[config.mk]
export PLATFORM = sky130hd
export DESIGN_NAME = video_top
export DESIGN_NICKNAME = d
export VERILOG_FILES = /design/src/logic/video_pkg.sv /design/src/logic/display_lock.sv /design/src/logic/video_timing.sv /design/src/logic/line_fifo.sv /design/src/logic/video_top.sv
export SDC_FILE = /design/constraint.sdc
export NUM_CORES = 1
export LEC_CHECK = 0
export CORE_UTILIZATION = 45
export CTS_CLUSTER_DIAMETER = 150
export CTS_CLUSTER_SIZE = 14
export DETAILED_ROUTE_END_ITERATION = 16
export DONT_BUFFER_PORTS = 1
export PLACE_DENSITY = 0.7
export SLEW_MARGIN = 20
export SYNTH_ARGS = -nofsm -noshare
export SYNTH_HDL_FRONTEND = slang
export SYNTH_HIERARCHICAL = 1
export SYNTH_SLANG_ARGS = --single-unit
[constraint.sdc]
create_clock -name clk -period 3.2 [get_ports clk]
set_clock_uncertainty 0.15 [all_clocks]
set_input_delay 0.32 -clock clk [delete_from_list [all_inputs] [get_ports clk]]
set_output_delay 0.32 -clock clk [all_outputs]
set_load 0.1 [all_outputs]
[src/logic/video_pkg.sv]
package video_pkg;

    // ~~~~~~~~~~~~~~~~~~~~
    // Pixel and coordinate widths
    // ~~~~~~~~~~~~~~~~~~~~

    typedef logic [15:0] pixel_t;   // RGB565, red in the top bits
    typedef logic [11:0] coord_t;   // Covers line and frame totals up to 4095

    // ~~~~~~~~~~~~~~~~~~~~
    // Port bundles
    // ~~~~~~~~~~~~~~~~~~~~

    // Camera side, one pixel per clock while href is high
    typedef struct packed {
        logic   href;
        pixel_t data;
    } cam_stream_t;

    // Display control outputs, all active high
    typedef struct packed {
        logic vsync;
        logic hsync;
        logic data_en;
    } video_sync_t;

    // ~~~~~~~~~~~~~~~~~~~~
    // Lock sequencing
    // ~~~~~~~~~~~~~~~~~~~~

    typedef enum logic [1:0] {
        LOCK_COUNT = 2'd0,   // Counting camera line ends
        LOCK_WAIT  = 2'd1,   // Capturing, display not yet started
        LOCK_RUN   = 2'd2    // Display timing free-running
    } lock_state_t;

endpackage : video_pkg

[src/logic/display_lock.sv]
`timescale 1ns/100ps

module display_lock #(
    parameter int LOCK_LINES  = 480,
    parameter int START_DELAY = 36164
) (
    input  logic clk,
    input  logic rstn,
    input  logic href,
    output logic capture_en,
    output logic timing_run
);

    import video_pkg::*;

    // One counter serves both phases, so it must hold the larger bound
    localparam int CNT_MAX = (START_DELAY > LOCK_LINES) ? START_DELAY : LOCK_LINES;
    localparam int CNT_W   = $clog2(CNT_MAX + 1);

    localparam logic [CNT_W-1:0] LINES_LAST = CNT_W'(LOCK_LINES - 1);
    localparam logic [CNT_W-1:0] DELAY_LAST = CNT_W'(START_DELAY - 1);

    lock_state_t      state;
    logic             href_d;
    logic             href_fall;
    logic [CNT_W-1:0] cnt;

    assign href_fall = href_d & ~href;   // First low sample after a line

    always_ff @(posedge clk or negedge rstn) begin
        if (!rstn) begin
            href_d <= 1'b0;
            cnt    <= '0;
            state  <= LOCK_COUNT;
        end else begin
            href_d <= href;
            case (state)
                LOCK_COUNT: begin
                    if (href_fall) begin
                        if (cnt == LINES_LAST) begin
                            cnt   <= '0;
                            state <= LOCK_WAIT;
                        end else begin
                            cnt <= cnt + 1'b1;
                        end
                    end
                end
                LOCK_WAIT: begin
                    // Run starts START_DELAY cycles after entering this state
                    if (cnt == DELAY_LAST) begin
                        cnt   <= '0;
                        state <= LOCK_RUN;
                    end else begin
                        cnt <= cnt + 1'b1;
                    end
                end
                LOCK_RUN: begin
                    state <= LOCK_RUN;   // No re-lock, stays here until reset
                end
                default: begin
                    cnt   <= '0;
                    state <= LOCK_COUNT;
                end
            endcase
        end
    end

    // Both outputs decode the state register directly
    assign capture_en = (state == LOCK_WAIT) || (state == LOCK_RUN);
    assign timing_run = (state == LOCK_RUN);

endmodule : display_lock

[src/logic/video_timing.sv]
`timescale 1ns/100ps

module video_timing #(
    parameter int H_ACT  = 640,
    parameter int H_FP   = 16,
    parameter int H_SYNC = 96,
    parameter int H_BP   = 48,
    parameter int V_ACT  = 480,
    parameter int V_FP   = 10,
    parameter int V_SYNC = 2,
    parameter int V_BP   = 33
) (
    input  logic                 clk,
    input  logic                 rstn,
    input  logic                 run,
    output logic                 read_en,
    output video_pkg::video_sync_t sync,
    output video_pkg::coord_t    x,
    output video_pkg::coord_t    y
);

    import video_pkg::*;

    localparam int H_TOTAL = H_ACT + H_FP + H_SYNC + H_BP;
    localparam int V_TOTAL = V_ACT + V_FP + V_SYNC + V_BP;

    // ~~~~~~~~~~~~~~~~~~~~
    // Region bounds in counter width
    // ~~~~~~~~~~~~~~~~~~~~

    localparam coord_t H_LAST     = coord_t'(H_TOTAL - 1);
    localparam coord_t V_LAST     = coord_t'(V_TOTAL - 1);
    localparam coord_t H_ACT_END  = coord_t'(H_ACT);
    localparam coord_t V_ACT_END  = coord_t'(V_ACT);
    localparam coord_t HS_START   = coord_t'(H_ACT + H_FP);
    localparam coord_t HS_END     = coord_t'(H_ACT + H_FP + H_SYNC);
    localparam coord_t VS_START   = coord_t'(V_ACT + V_FP);
    localparam coord_t VS_END     = coord_t'(V_ACT + V_FP + V_SYNC);

    coord_t h;
    coord_t v;
    logic   h_sync_region;
    logic   v_sync_region;

    // ~~~~~~~~~~~~~~~~~~~~
    // Counters
    // ~~~~~~~~~~~~~~~~~~~~

    always_ff @(posedge clk or negedge rstn) begin
        if (!rstn) begin
            h <= '0;
            v <= '0;
        end else if (run) begin
            if (h == H_LAST) begin
                h <= '0;
                if (v == V_LAST) begin
                    v <= '0;
                end else begin
                    v <= v + 1'b1;
                end
            end else begin
                h <= h + 1'b1;
            end
        end
    end

    // Read request goes out with the counters, the FIFO answers a cycle later
    assign read_en = run && (h < H_ACT_END) && (v < V_ACT_END);

    assign h_sync_region = (h >= HS_START) && (h < HS_END);
    assign v_sync_region = (v >= VS_START) && (v < VS_END);   // Whole lines

    // ~~~~~~~~~~~~~~~~~~~~
    // Output stage
    // ~~~~~~~~~~~~~~~~~~~~

    always_ff @(posedge clk or negedge rstn) begin
        if (!rstn) begin
            sync <= '0;
            x    <= '0;
            y    <= '0;
        end else begin
            sync.data_en <= read_en;
            sync.hsync   <= run && h_sync_region;
            sync.vsync   <= run && v_sync_region;
            x            <= h;
            y            <= v;
        end
    end

endmodule : video_timing

[src/logic/line_fifo.sv]
`timescale 1ns/100ps

module line_fifo #(
    parameter int FIFO_DEPTH = 16
) (
    input  logic              clk,
    input  logic              rstn,
    input  logic              write_en,
    input  logic              href,
    input  video_pkg::pixel_t pixel_in,
    input  logic              read_en,
    output video_pkg::pixel_t pixel_out,
    output logic              overflow,
    output logic              underflow
);

    import video_pkg::*;

    localparam int PTR_W = (FIFO_DEPTH > 1) ? $clog2(FIFO_DEPTH) : 1;
    localparam int CNT_W = $clog2(FIFO_DEPTH + 1);

    localparam logic [PTR_W-1:0] PTR_LAST = PTR_W'(FIFO_DEPTH - 1);
    localparam logic [CNT_W-1:0] CNT_FULL = CNT_W'(FIFO_DEPTH);

    pixel_t           mem [FIFO_DEPTH];
    logic [PTR_W-1:0] wr_ptr;
    logic [PTR_W-1:0] rd_ptr;
    logic [CNT_W-1:0] count;
    logic             wr_req;
    logic             wr_ok;
    logic             rd_ok;

    assign wr_req = write_en && href;
    assign wr_ok  = wr_req && (count != CNT_FULL);   // Full FIFO drops the pixel
    assign rd_ok  = read_en && (count != '0);        // No fall-through when empty

    always_ff @(posedge clk or negedge rstn) begin
        if (!rstn) begin
            wr_ptr    <= '0;
            rd_ptr    <= '0;
            count     <= '0;
            overflow  <= 1'b0;
            underflow <= 1'b0;
        end else begin
            if (wr_ok) begin
                wr_ptr <= (wr_ptr == PTR_LAST) ? '0 : wr_ptr + 1'b1;
            end
            if (rd_ok) begin
                rd_ptr <= (rd_ptr == PTR_LAST) ? '0 : rd_ptr + 1'b1;
            end
            count <= count + CNT_W'(wr_ok) - CNT_W'(rd_ok);
            if (wr_req && !wr_ok) begin
                overflow <= 1'b1;
            end
            if (read_en && !rd_ok) begin
                underflow <= 1'b1;
            end
        end
    end

    // An empty read leaves the previous pixel on the output
    always_ff @(posedge clk) begin
        if (wr_ok) begin
            mem[wr_ptr] <= pixel_in;
        end
        if (rd_ok) begin
            pixel_out <= mem[rd_ptr];
        end
    end

endmodule : line_fifo

[src/logic/video_top.sv]
`timescale 1ns/100ps

module video_top #(
    parameter int H_ACT      = 640,
    parameter int H_FP       = 16,
    parameter int H_SYNC     = 96,
    parameter int H_BP       = 48,
    parameter int V_ACT      = 480,
    parameter int V_FP       = 10,
    parameter int V_SYNC     = 2,
    parameter int V_BP       = 33,
    parameter int LOCK_LINES = 480,
    parameter int LOCK_LEAD  = 4,
    parameter int FIFO_DEPTH = 16
) (
    input  logic                   clk,
    input  logic                   rstn,
    input  video_pkg::cam_stream_t cam,
    output video_pkg::video_sync_t sync,
    output video_pkg::coord_t      x,
    output video_pkg::coord_t      y,
    output video_pkg::pixel_t      pix,
    output logic                   overflow,
    output logic                   underflow
);

    localparam int H_TOTAL = H_ACT + H_FP + H_SYNC + H_BP;
    localparam int V_TOTAL = V_ACT + V_FP + V_SYNC + V_BP;

    // Camera blanking from the last active line to the next frame, plus read lag
    localparam int START_DELAY = (H_TOTAL - H_ACT) + (V_TOTAL - V_ACT) * H_TOTAL + LOCK_LEAD;

    logic capture_en;
    logic timing_run;
    logic read_en;

    display_lock #(
        .LOCK_LINES (LOCK_LINES),
        .START_DELAY(START_DELAY)
    ) u_lock (
        .clk       (clk),
        .rstn      (rstn),
        .href      (cam.href),
        .capture_en(capture_en),
        .timing_run(timing_run)
    );

    video_timing #(
        .H_ACT (H_ACT),
        .H_FP  (H_FP),
        .H_SYNC(H_SYNC),
        .H_BP  (H_BP),
        .V_ACT (V_ACT),
        .V_FP  (V_FP),
        .V_SYNC(V_SYNC),
        .V_BP  (V_BP)
    ) u_timing (
        .clk    (clk),
        .rstn   (rstn),
        .run    (timing_run),
        .read_en(read_en),
        .sync   (sync),
        .x      (x),
        .y      (y)
    );

    line_fifo #(
        .FIFO_DEPTH(FIFO_DEPTH)
    ) u_fifo (
        .clk      (clk),
        .rstn     (rstn),
        .write_en (capture_en),
        .href     (cam.href),
        .pixel_in (cam.data),
        .read_en  (read_en),
        .pixel_out(pix),
        .overflow (overflow),
        .underflow(underflow)
    );

endmodule : video_top

# [After elaboration in Yosys (flattened, before gate mapping)]
# Memory sizes are Yosys's and may differ from the RTL's. A register that Yosys moved wholly into a read port is not among the register bits.
# Index checks and enable logic that the tools add are counted.
[totals] word_cells=77 output_inout_bits=45 input_bits=19 ram_bits=256 ff_bits=85 n_memories=1
[memory_table] memory="u_fifo.mem" depth=16 width=16 rd=1 rd_clocked_by_memory_dff=1 write_ports=1 line_no="line_fifo.sv:25" source="pixel_t mem [FIFO_DEPTH];"
[classes] addsub=7 n_eq_ne=12 n_lt_le_gt_ge=6 muxes=14 n_bitwise=3 n_reduce_logical=19
[ops] cell="16-bit 2-to-1 mux" count=3
[ops] cell="16-bit one-hot mux with 3 select lines" count=1
[ops] cell="12-bit by 1-bit adder with 12-bit output, second input constant" count=2
[ops] cell="12-bit by 10-bit == test with 1-bit output, second input constant" count=2
[ops] cell="12-bit by 10-bit < comparator with 1-bit output, second input constant" count=2
[ops] cell="12-bit by 9-bit < comparator with 1-bit output, second input constant" count=2
[ops] cell="12-bit 2-to-1 mux" count=2
[ops] cell="16-bit by 1-bit adder with 16-bit output, second input constant" count=1
[ops] cell="16-bit == test, second input constant" count=1
[ops] cell="16-bit by 9-bit == test with 1-bit output, second input constant" count=1
[ops] cell="12-bit by 10-bit >= comparator with 1-bit output, second input constant" count=1
[ops] cell="12-bit by 9-bit >= comparator with 1-bit output, second input constant" count=1
[ops] cell="1-bit logical AND" count=11
[ops] cell="4-bit by 1-bit adder with 4-bit output, second input constant" count=2
[ops] cell="4-bit == test, second input constant" count=2
[ops] cell="4-bit 2-to-1 mux" count=2
[ops] cell="2-bit 2-to-1 mux" count=3
[ops] cell="2-bit by 1-bit inequality test with 1-bit output, second input constant" count=3
[ops] cell="2-bit one-hot mux with 3 select lines" count=1
[ops] cell="5-bit by 1-bit adder with 5-bit output" count=1
[ops] cell="5-bit inequality test, second input constant" count=1
[ops] cell="5-bit nonzero test" count=1
[ops] cell="5-bit by 1-bit subtractor with 5-bit output" count=1
[ops] cell="2-bit AND reduction" count=2
[ops] cell="9 further kinds" count=12

# [Logic depth before layout (Yosys ltp)]
# Gate-level depths: netlist of the first run.
[depth] ltp_word=6 mapped_depth=15 mapped_depth_nobuf=14

# [Modules after synthesis]
# Netlist of the first run, hierarchy kept.
[by_module_without_submodules] mod="line_fifo" area_per_inst_um2=11428.5 instances=1 cells_per_inst=576 seq_area_each_um2=8543.2
[by_module_without_submodules] mod="video_timing" area_per_inst_um2=2069.5 instances=1 cells_per_inst=168 seq_area_each_um2=1276.2
[by_module_without_submodules] mod="display_lock" area_per_inst_um2=1184.9 instances=1 cells_per_inst=134 seq_area_each_um2=475.5

# [Worst setup path before layout of the first run]
# OpenSTA, ideal clock, no wires.
[synth_timing] path_type="register to register" from="register u_lock.state[0]" to="register u_fifo.count[4]" required_ns=2.927 arrival_time_ns=2.815 synth_period_minus_slack_ns=3.088 setup_ns=0.123 path_buffers=1 setup_slack_ns=0.112 path_stages_with_launch=16 cell_sequence="dfrtp_1 -> inv_1 -> ha_1 -> buf_4 -> nor4b_1 -> and4_1 -> nand2b_1 -> inv_2 -> ha_1 -> inv_1 -> ha_1 -> fa_1 -> a21oi_1 -> nor2_1 -> nor2_1 -> xnor2_1"
[synth_between] elab_cells_between_ends=10 classes_between="add/sub: 2; eq/ne: 2; reduce/logical: 6"
[synth_lines] element="start, declared" line_no="display_lock.sv:23" source="lock_state_t state;"
[synth_lines] element="start signal, assigned" line_no="display_lock.sv:34" source="state <= LOCK_COUNT;"
[synth_lines] element="start signal, assigned" line_no="display_lock.sv:42" source="state <= LOCK_WAIT;"
[synth_lines] element="start signal, assigned" line_no="display_lock.sv:52" source="state <= LOCK_RUN;"
[synth_lines] element="2-bit == test" line_no="display_lock.sv:70" source="assign timing_run = (state == LOCK_RUN);"
[synth_lines] element="net timing_run" line_no="video_top.sv:34" source="logic timing_run;"
[synth_lines] element="1-bit logical AND (2 in a row)" line_no="video_timing.sv:68" source="assign read_en = run && (h < H_ACT_END) && (v < V_ACT_END);"
[synth_lines] element="net read_en" line_no="video_top.sv:35" source="logic read_en;"
[synth_lines] element="1-bit logical AND" line_no="line_fifo.sv:35" source="assign rd_ok = read_en && (count != '0);"
[synth_lines] element="net u_fifo.rd_ok" line_no="line_fifo.sv:31" source="logic rd_ok;"
[synth_lines] element="5-bit by 1-bit subtractor with 5-bit output" line_no="line_fifo.sv:51" source="count <= count + CNT_W'(wr_ok) - CNT_W'(rd_ok);"
[synth_lines] element="end signal, assigned" line_no="line_fifo.sv:51"
[synth_lines] element="end, declared" line_no="line_fifo.sv:28" source="logic [CNT_W-1:0] count;"
# The timed path passes the listed nets, and every way through them passes these cells.
# A chain may end at the register's enable or synchronous reset.

# [Final worst setup path of the first run]
# Same ends and word-level chain as after synthesis.

==> results.sh, run 1 <==
export IMPL_detail_route_first_pass_iterations=7
export IMPL_report_final_slew_viol_count=0
export IMPL_routed_wl_mm=29.56
export IMPL_max_freq_mhz=344.0
export IMPL_chipHeight_um=182.6
export IMPL_nFillCells=2525
export IMPL_setup_violations_final=0
export IMPL_post_synth_top_area_fraction=0.5563
export IMPL_seq_area_frac_synth=0.7012
export IMPL_io_buffers=0
export IMPL_dr_wl_met2_mm=14.24
export IMPL_synthAdderAreaFrac=0.01755
export IMPL_yosys_warnings=6
export IMPL_fp_dieW_um=182.6
export IMPL_grt_pass1_vias=7833
export IMPL_regToRegEndpoint="u_fifo/count[4]$_DFF_PN0_"
export IMPL_syn_cell_area_sq_um=14680
export IMPL_htree_levels=1
export IMPL_ant_nets=0
export IMPL_num_rows=65
export IMPL_syn_num_nets=917
export IMPL_min_period_ns=2.907
export IMPL_cts_sinks=357
export IMPL_ys_top_cells_by_area="edfxtp_1 (56%), dfrtp_1 (14%), mux4_2 (4.9%)"
export IMPL_drcViolationCount=0
export IMPL_drv_cap=0
export IMPL_worst_pin_slew_ns=0.9811
export IMPL_synth_top_family_by_area="multiplexers"
export IMPL_topRoutingLayerUsed="met4"
export IMPL_grt_max_degree=86
export IMPL_nNetsFinal=968
export IMPL_pre_cts_slack_ns=0.1723
export IMPL_cts_path_max_buffers=3
export IMPL_critPathLaunchType="flip-flop"
export IMPL_finalSetupTns_ns=0
export IMPL_cp_top_family="adder cells"
export IMPL_antenna_found_initial=1
export IMPL_drt_iter0_markers=774
export IMPL_path_clk_slew_ns=0.07
export IMPL_route_met3_wl_mm=2.051
export IMPL_num_vias=7815
export IMPL_synth_largest_area_cell="edfxtp_1"
export IMPL_finish_utilization=0.5135
export IMPL_grt_ovfl_total=0
export IMPL_hold_viol=0
export IMPL_dpl_cell_area_sq_um=15340
export IMPL_ir_drop_uv=481.2
export IMPL_power_density_nw_per_um2=512.7
export IMPL_yosys_area_share_simple=0.06741
export IMPL_worstSetupPathType="reg -> reg"
export IMPL_synth_edf_count=272
export IMPL_arrival_ns=3.25
export IMPL_crit_reg2reg_launch="u_lock/state[0]$_DFFE_PN0P_"
export IMPL_ff2ff_path_depth=14
export IMPL_leakage_nw=5.653
export IMPL_crit_chain="inv_1, ha_1, nor4b_2, and4_1, nand2b_1, inv_2, ha_1, inv_1, ha_1, fa_1, a21oi_1, nor2_1, nor2_1, xnor2_1"
export IMPL_min_path_type="in -> reg"
export IMPL_die_area_sq_um=33360
export IMPL_whs_path_depth=3
export IMPL_hpwl_mm=18.01
export IMPL_status="complete, no violations"
export IMPL_register_area_sq_um=10300
export IMPL_cp_slowest_stage_delay_ns=0.40
export IMPL_wl_per_cell_um=21.56
export IMPL_synth_seq_cells=357
export IMPL_slew_headroom=0.3459
export IMPL_rsz0062_at_grt="false"
export IMPL_cpMostUsedCell="ha_1"
export IMPL_wl_met1_mm=12.80
export IMPL_yosys_top_cells_count="edfxtp_1 (272), dfrtp_1 (85), mux2i_1 (67), nand2_1 (60)"
export IMPL_core_area_sq_um=31800
export IMPL_finalWorstSetupSlack_ns=0.2934
export IMPL_synthArstFlopShare=0.2381
export IMPL_multi_input_area_sq_um=4049
export IMPL_fin_cells=1371
export IMPL_ys_types=71
export IMPL_cpMaxStageDelayCell="fa_1"
export IMPL_finalWeightedCongestion=0.8604
export IMPL_cts_root_buffer="clkbuf_16"
export IMPL_drive_gt1_frac=0.1840
export IMPL_synth_avg_cell_area_sq_um=16.72
export IMPL_critPathBufInv=3
export IMPL_final_area_sq_um=16330
export IMPL_place_inst=1314
export IMPL_synthMuxAreaShare=0.09553
export IMPL_syn_to_final_growth_pct=11.21
export IMPL_min_to="u_lock/state[0]$_DFFE_PN0P_"
export IMPL_start_util=0.4617
export IMPL_grt_pass1_wl_mm=46.08
export IMPL_end_kind="flip-flop"
export IMPL_finalCritPeriodShare=0.9083
export IMPL_yosysMostFrequentCell="edfxtp_1"
export IMPL_synthFlopType="edfxtp_1"
export IMPL_track_usage=0.1815
export IMPL_rrSetupSlack_ns=0.29
export IMPL_synth_compound_area_frac=0.07908
export IMPL_io_pins=64
export IMPL_clock_latency_ns=0.56
export IMPL_synth_xor_area_share=0.01193
export IMPL_cts_tree="built"
export IMPL_hold_start="cam[16]"
export IMPL_via_per_inst=5.700
export IMPL_crit_fanout=6
export IMPL_synth_cells=878
export IMPL_required_ns=3.54
export IMPL_cts_made_buffers=29
[cells in the final DEF, fill, tap and decap left out, types with 5 or more instances in the layout]
cell type / count
inv_1: 22
clkbuf_16: 29
clkbuf_1: 6
mux2i_1: 67
nor3_1: 10
buf_4: 40
a22oi_1: 17
a21oi_1: 8
and3_1: 5
dfrtp_1: 84
xor2_1: 11
edfxtp_1: 272
ha_1: 19
nor2_1: 20
nand3_1: 19
dlygate4sd3_1: 18
xnor2_1: 9
o21ai_0: 31
nor2_2: 13
a221oi_2: 32
nand4_1: 9
a21o_1: 6
nand2_1: 60
mux4_2: 32
nand2b_1: 9
[layout make-up]
type	instances	share of cell area
clock buffers	35	0.04582
repair buffers	62	0.03479
diodes	1	0.0001532
clock inverters	2	0.001762
inverters	24	0.005517
multi-input cells	455	0.2480
well taps	435	0.03333
flip-flops and latches	357	0.6307
[what timing repair did]
item,4_1_cts,5_1_grt
hold endpoints to repair,346,0
resized for setup,0,1
setup endpoints to repair,0,1
buffers inserted,0,0
hold buffers,19,0
[power breakdown]
group | internal (mW) | total (mW) | switching [mW]
sequential | 5.01 | 5.04 | 0.0318
clock | 1.64 | 3.15 | 1.51
combinational | 0.0556 | 0.181 | 0.125
[how the worst max path moves through the flow]
stage,from,endpoint,slack [ns],cells past startpoint
4_1_cts,u_lock/state[0]$_DFFE_PN0P_,u_fifo/count[4]$_DFF_PN0_,0.16,14
3_5_place_dp,u_lock/state[0]$_DFFE_PN0P_,u_fifo/count[4]$_DFF_PN0_,0.17,14
5_1_grt,u_lock/state[0]$_DFFE_PN0P_,u_fifo/count[4]$_DFF_PN0_,0.01,14
3_3_place_gp,u_lock/state[0]$_DFFE_PN0P_,u_fifo/count[4]$_DFF_PN0_,0.29,14
6_report,u_lock/state[0]$_DFFE_PN0P_,u_fifo/count[4]$_DFF_PN0_,0.29,14
2_1_floorplan,u_lock/state[0]$_DFFE_PN0P_,u_fifo/count[4]$_DFF_PN0_,0.11,15
[stage by stage]
step	hold WS, ns	power (mW)
6_report	0.09235	8.372
5_1_grt	0.1157	8.645
4_1_cts	0.08460	8.455
3_5_place_dp	-0.1240	5.235
3_3_place_gp	-0.1237	5.223
2_1_floorplan	-0.1256	5.206
[cells by family after synthesis]
| logic type | Yosys count |
|---|---|
| flip-flops | 357 |
| AND/OR/NAND/NOR | 183 |
| AO/OA/AOI/OAI | 132 |
| multiplexers | 100 |
| buffers and inverters | 66 |
| XOR/XNOR | 20 |
| adder cells (fa/ha/maj) | 20 |
[sequential cells by signal, indices dropped and copies added, names as in the netlist, 4 cells and up]
name              count
u_timing/y           12
u_fifo/rd_ptr         4
u_timing/h           12
u_timing/v           12
u_fifo/wr_ptr         4
u_timing/x           12
u_fifo/count          5
u_fifo/mem          256
u_fifo/pixel_out     16
u_lock/cnt           16
[tightest hold or removal path: cells and delay by family]
family,cells,cell delay (ns)
AOI/OAI and AO/OA,2,0.27
and+or+nand+nor,1,0.18
[per-layer routing]
metal  up-vias  global-route usage
met3        35             0.03752
met5         -                   0
li1       3532                   -
met4         0             0.04235
met1      3999              0.2493
met2       249              0.2974
(Power assumes the default switching activity.)
==> run 2: changes to the inputs <==
- CORE_UTILIZATION: 45 -> 50
- PLACE_DENSITY: 0.7 -> 0.76
==> results.sh, run 2 (same netlist as run 1, synthesis figures left out) <==
export IMPL_track_usage=0.1998
export IMPL_max_freq_mhz=338.4
export IMPL_register_area_sq_um=10300
export IMPL_wl_per_cell_um=22.47
export IMPL_final_cell_mix="edfxtp_1 (272), dfrtp_1 (84), mux2i_1 (67), nand2_1 (60), buf_4 (35)"
export IMPL_htree_levels=1
export IMPL_crit_chain="inv_1, ha_1, nor4b_2, and4_1, nand2b_1, inv_2, ha_1, inv_1, ha_1, fa_1, a21oi_1, nor2_1, nor2_1, xnor2_1"
export IMPL_cts_tree="built"
export IMPL_core_area_sq_um=28780
export IMPL_grt_ovfl_total=0
export IMPL_worstSetupPathType="reg -> reg"
export IMPL_multi_input_area_sq_um=4049
export IMPL_status="complete, no violations"
export IMPL_num_antenna_cells=0
export IMPL_cts_sinks=357
export IMPL_grt_pass1_wl_mm=46.29
export IMPL_num_rows=62
export IMPL_ir_drop_uv=484.6
export IMPL_cts_path_max_buffers=3
export IMPL_largest_register_ffs=256
export IMPL_mostFrequentLayoutCell="edfxtp_1"
export IMPL_via_per_inst=5.925
export IMPL_hpwl_mm=17.27
export IMPL_io_pins=64
export IMPL_syn_to_final_growth_pct=10.40
export IMPL_power_density_nw_per_um2=516.3
export IMPL_routed_wl_mm=29.53
export IMPL_path_clk_slew_ns=0.07
export IMPL_setup_violations_final=0
export IMPL_cpMostUsedCell="ha_1"
export IMPL_cp_top_family="adder cells"
export IMPL_drt_iter0_markers=867
export IMPL_min_path_type="in -> reg"
export IMPL_start_util=0.5102
export IMPL_cts_made_buffers=29
export IMPL_top_regs="u_fifo/mem x256, u_fifo/pixel_out x16, u_lock/cnt x16"
export IMPL_critPathBufInv=3
export IMPL_chipHeight_um=173.4
export IMPL_dpl_cell_area_sq_um=15210
export IMPL_report_final_slew_viol_count=0
export IMPL_num_vias=7786
export IMPL_antenna_found_initial=0
export IMPL_finalCritPeriodShare=0.9236
export IMPL_clock_latency_ns=0.57
export IMPL_top_register="u_fifo/mem"
export IMPL_detail_route_first_pass_iterations=5
export IMPL_end_kind="flip-flop"
export IMPL_ant_nets=0
export IMPL_cp_slowest_stage_delay_ns=0.41
export IMPL_grt_pass1_vias=7892
export IMPL_cpMaxStageDelayCell="fa_1"
export IMPL_crit_fanout=6
export IMPL_nNetsFinal=962
export IMPL_required_ns=3.54
export IMPL_drcViolationCount=0
export IMPL_pre_cts_slack_ns=0.1602
export IMPL_postCtsSetupRepairBufs=0
export IMPL_cts_root_buffer="clkbuf_16"
export IMPL_arrival_ns=3.29
export IMPL_io_buffers=0
export IMPL_drive_gt1_frac=0.1785
export IMPL_finalWorstSetupSlack_ns=0.2445
export IMPL_critPathLaunchType="flip-flop"
export IMPL_hold_viol=0
export IMPL_grt_max_degree=86
export IMPL_final_area_sq_um=16210
export IMPL_finalWeightedCongestion=0.8429
export IMPL_die_area_sq_um=30060
export IMPL_min_period_ns=2.955
export IMPL_hold_slack_ns=0.08597
export IMPL_drv_cap=0
export IMPL_nFillCells=2156
export IMPL_worst_pin_slew_ns=0.9652
export IMPL_fp_dieW_um=173.4
export IMPL_leakage_nw=5.620
export IMPL_slew_headroom=0.3565
-- run 2: changes by cell type in the layout (fill, tap and decap cells not counted), sizes merged --
cell,change
clkbuf,+1
buf,-6
diode,-1
-- run 2: per-stage QoR --
stage               setup TNS, ns  cells  utilization  total power [mW]
detailed placement              0   1257       0.5287             5.230
floorplan                       0    878            -             5.206
CTS                             0   1314       0.5630             8.442
global placement                0   1257       0.5287             5.224
finish                          0   1314       0.5632             8.369
global route           -0.0008908   1314       0.5632             8.619
-- run 2: final timing paths --
kind	startpoint	end	slack (ns)	depth (start not counted)
worst max-delay path	u_lock/state[0]$_DFFE_PN0P_	u_fifo/count[4]$_DFF_PN0_	0.24	14
worst min-delay path	cam[16]	u_lock/state[0]$_DFFE_PN0P_	0.09	3
worst max register to register	u_lock/state[0]$_DFFE_PN0P_	u_fifo/count[4]$_DFF_PN0_	0.24	14
max in group asynchronous	rstn	u_fifo/rd_ptr[0]$_DFFE_PN0P_	2.37	2
min in group asynchronous	rstn	u_timing/v[5]$_DFFE_PN0P_	0.18	2
worst min register to register	u_timing/v[8]$_DFFE_PN0P_	u_timing/y[8]$_DFF_PN0_	0.30	0
-- run 2: cell type report --
class | instances | share of cell area
multi-input cells | 455 | 0.2498
clock buffers | 36 | 0.04639
well taps | 384 | 0.02964
inverters | 24 | 0.005558
repair buffers | 56 | 0.03149
clock inverters | 2 | 0.001775
flip-flops and latches | 357 | 0.6354
-- run 2: power breakdown --
part	internal (mW)	leakage, nW	switching [mW]
Combinational	0.0561	1.69	0.117
Sequential	5.01	3.55	0.0311
Clock	1.64	0.380	1.51
-- run 2: what timing repair did --
action	in CTS	in global routing
endpoints found under the hold margin	346	0
endpoints found under the setup margin	0	1
gates resized for setup	0	1
hold buffers	19	0
-- run 2: metal layers --
layer,GRT usage,up-vias,routed length [um]
li1,-,3521,-
met1,0.2767,3962,12550
met2,0.3320,255,14590
met3,0.03136,48,1777
met4,0.05199,0,611
met5,0,-,0
-- run 2: tightest hold or removal path, delay by kind of cell --
kind	cells	cell delay, ns
simple gates	1	0.17
compound gates	2	0.27
==> run 3: changes to the inputs <==
- RECOVER_POWER: not set -> 25
==> results.sh, run 3 (same netlist as run 1, synthesis figures left out) <==
export IMPL_violations="capacitance limit, slew limit"
export IMPL_grt_pass1_wl_mm=46.29
export IMPL_grt_ovfl_total=0
export IMPL_grt_max_degree=86
export IMPL_finalCritPeriodShare=0.9228
export IMPL_finalSetupTns_ns=0
export IMPL_finish_utilization=0.5624
export IMPL_slew_headroom=-0.3585
export IMPL_cts_made_buffers=29
export IMPL_drt_iter0_markers=855
export IMPL_num_rows=62
export IMPL_worstSetupPathType="reg -> reg"
export IMPL_num_vias=7802
export IMPL_dpl_cell_area_sq_um=15210
export IMPL_clock_power_share=0.377
export IMPL_end_kind="flip-flop"
export IMPL_start_util=0.5102
export IMPL_io_pins=64
export IMPL_arrival_ns=3.29
export IMPL_register_area_sq_um=10300
export IMPL_setup_violations_final=0
export IMPL_nFillCells=2159
export IMPL_leakage_nw=5.612
export IMPL_ir_drop_uv=483.0
export IMPL_finalWeightedCongestion=0.8429
export IMPL_drcViolationCount=0
export IMPL_clock_latency_ns=0.57
export IMPL_nNetsFinal=962
export IMPL_min_path_type="in -> reg"
export IMPL_fp_dieW_um=173.4
export IMPL_grt_pass1_vias=7892
export IMPL_power_density_nw_per_um2=516.4
export IMPL_final_cell_mix="edfxtp_1 (272), dfrtp_1 (84), mux2i_1 (67), nand2_1 (60), buf_4 (35)"
export IMPL_path_clk_slew_ns=0.07
export IMPL_wl_per_cell_um=22.50
export IMPL_crit_fanout=6
export IMPL_cts_tree="built"
export IMPL_top_regs="u_fifo/mem x256, u_fifo/pixel_out x16, u_lock/cnt x16"
export IMPL_crit_reg2reg_launch="u_lock/state[0]$_DFFE_PN0P_"
export IMPL_crit_chain="inv_1, ha_1, nor4b_2, and4_1, nand2b_1, inv_2, ha_1, inv_1, ha_1, fa_1, a21oi_1, nor2_1, nor2_1, xnor2_1"
export IMPL_cp_slowest_stage_delay_ns=0.41
export IMPL_cts_sinks=357
export IMPL_status="finished with violations"
export IMPL_multi_input_area_sq_um=4049
export IMPL_cpMostUsedCell="ha_1"
export IMPL_startpoint="u_lock/state[0]$_DFFE_PN0P_"
export IMPL_pwr_share_comb=0.020
export IMPL_final_area_sq_um=16190
export IMPL_cts_root_buffer="clkbuf_16"
export IMPL_drv_cap=1
export IMPL_report_final_slew_viol_count=86
export IMPL_top_register="u_fifo/mem"
export IMPL_max_freq_mhz=338.6
export IMPL_num_antenna_cells=0
export IMPL_detail_route_first_pass_iterations=9
export IMPL_drive_gt1_frac=0.1785
export IMPL_io_buffers=0
export IMPL_critPathLaunchType="flip-flop"
export IMPL_ant_nets=0
export IMPL_core_area_sq_um=28780
export IMPL_swShare=0.1978
export IMPL_worst_pin_slew_ns=2.038
export IMPL_routed_wl_mm=29.57
export IMPL_hold_start="cam[16]"
export IMPL_seqPwrFrac=0.603
export IMPL_cpMaxStageDelayCell="fa_1"
export IMPL_required_ns=3.54
export IMPL_p_sw_mw=1.653
export IMPL_die_area_sq_um=30060
export IMPL_cts_path_max_buffers=3
export IMPL_track_usage=0.1998
export IMPL_htree_levels=1
export IMPL_mostFrequentLayoutCell="edfxtp_1"
export IMPL_largest_register_ffs=256
export IMPL_cell_internal_pwr_mw=6.706
export IMPL_via_per_inst=5.938
export IMPL_min_period_ns=2.953
export IMPL_chipHeight_um=173.4
export IMPL_postCtsSetupRepairBufs=0
export IMPL_hold_viol=0
export IMPL_syn_to_final_growth_pct=10.24
export IMPL_antenna_found_initial=0
export IMPL_hpwl_mm=17.27
export IMPL_hold_slack_ns=0.08593
==> run 3: changes by cell type in the layout (fill, tap and decap cells not counted), sizes merged <==
cell / before / now
buf: 38 / 37
clkbuf: 36 / 37
==> run 3: critical path: cells and delay by family (launching register included) <==
kind	cells	cell delay (ns)
simple gates	5	0.91
xor+xnor	1	0.12
buf+inv	3	0.22
flops	1	0.40
compound gates	1	0.16
fa+ha+maj	4	0.92
==> run 3: repair_timing <==
action,CTS,global route
resized for setup,0,1
hold buffers,19,0
hold endpoints to repair,346,0
setup endpoints to repair,0,1
==> run 3: path summary, 6_finish.rpt <==
path | slack, ns | cells after the start | end
worst min-delay path | 0.09 | 3 | u_lock/state[0]$_DFFE_PN0P_
min in group asynchronous | 0.77 | 2 | u_timing/v[5]$_DFFE_PN0P_
worst max register to register | 0.25 | 14 | u_fifo/count[4]$_DFF_PN0_
worst min register to register | 0.30 | 0 | u_timing/y[8]$_DFF_PN0_
worst max-delay path | 0.25 | 14 | u_fifo/count[4]$_DFF_PN0_
max in group asynchronous | 0.69 | 2 | u_fifo/rd_ptr[0]$_DFFE_PN0P_
==> run 3: stage by stage <==
step,std cells,power (mW),setup WS (ns)
floorplan,878,5.206,0.1123
global route,1314,8.615,-0.0008908
detailed placement,1257,5.230,0.1602
CTS,1314,8.442,0.1277
global placement,1257,5.224,0.2951
finish,1314,8.359,0.2470
==> run 3: routing by layer <==
layer | GRT usage | wire [um]
met3 | 0.03136 | 1990
met4 | 0.05199 | 551
met5 | 0 | 0
met2 | 0.3320 | 14710
met1 | 0.2767 | 12310
==> run 3: final cells by class <==
cell class / instances / share of cell area
Clock inverter: 2 / 0.001778
Inverter: 24 / 0.005565
Tap cell: 384 / 0.02968
Multi-Input combinational cell: 455 / 0.2501
Timing Repair Buffer: 56 / 0.03015
Sequential cell: 357 / 0.6362
Clock buffer: 36 / 0.04646
==> run 3: power by group through the flow <==
stage	Sequential (mW)	Combinational, mW	Clock (mW)
floorplan	5.13	0.0746	0
global placement	5.14	0.0846	0
detailed placement	5.14	0.0889	0
CTS	5.04	0.174	3.23
global route	5.05	0.192	3.38
finish	5.04	0.169	3.15
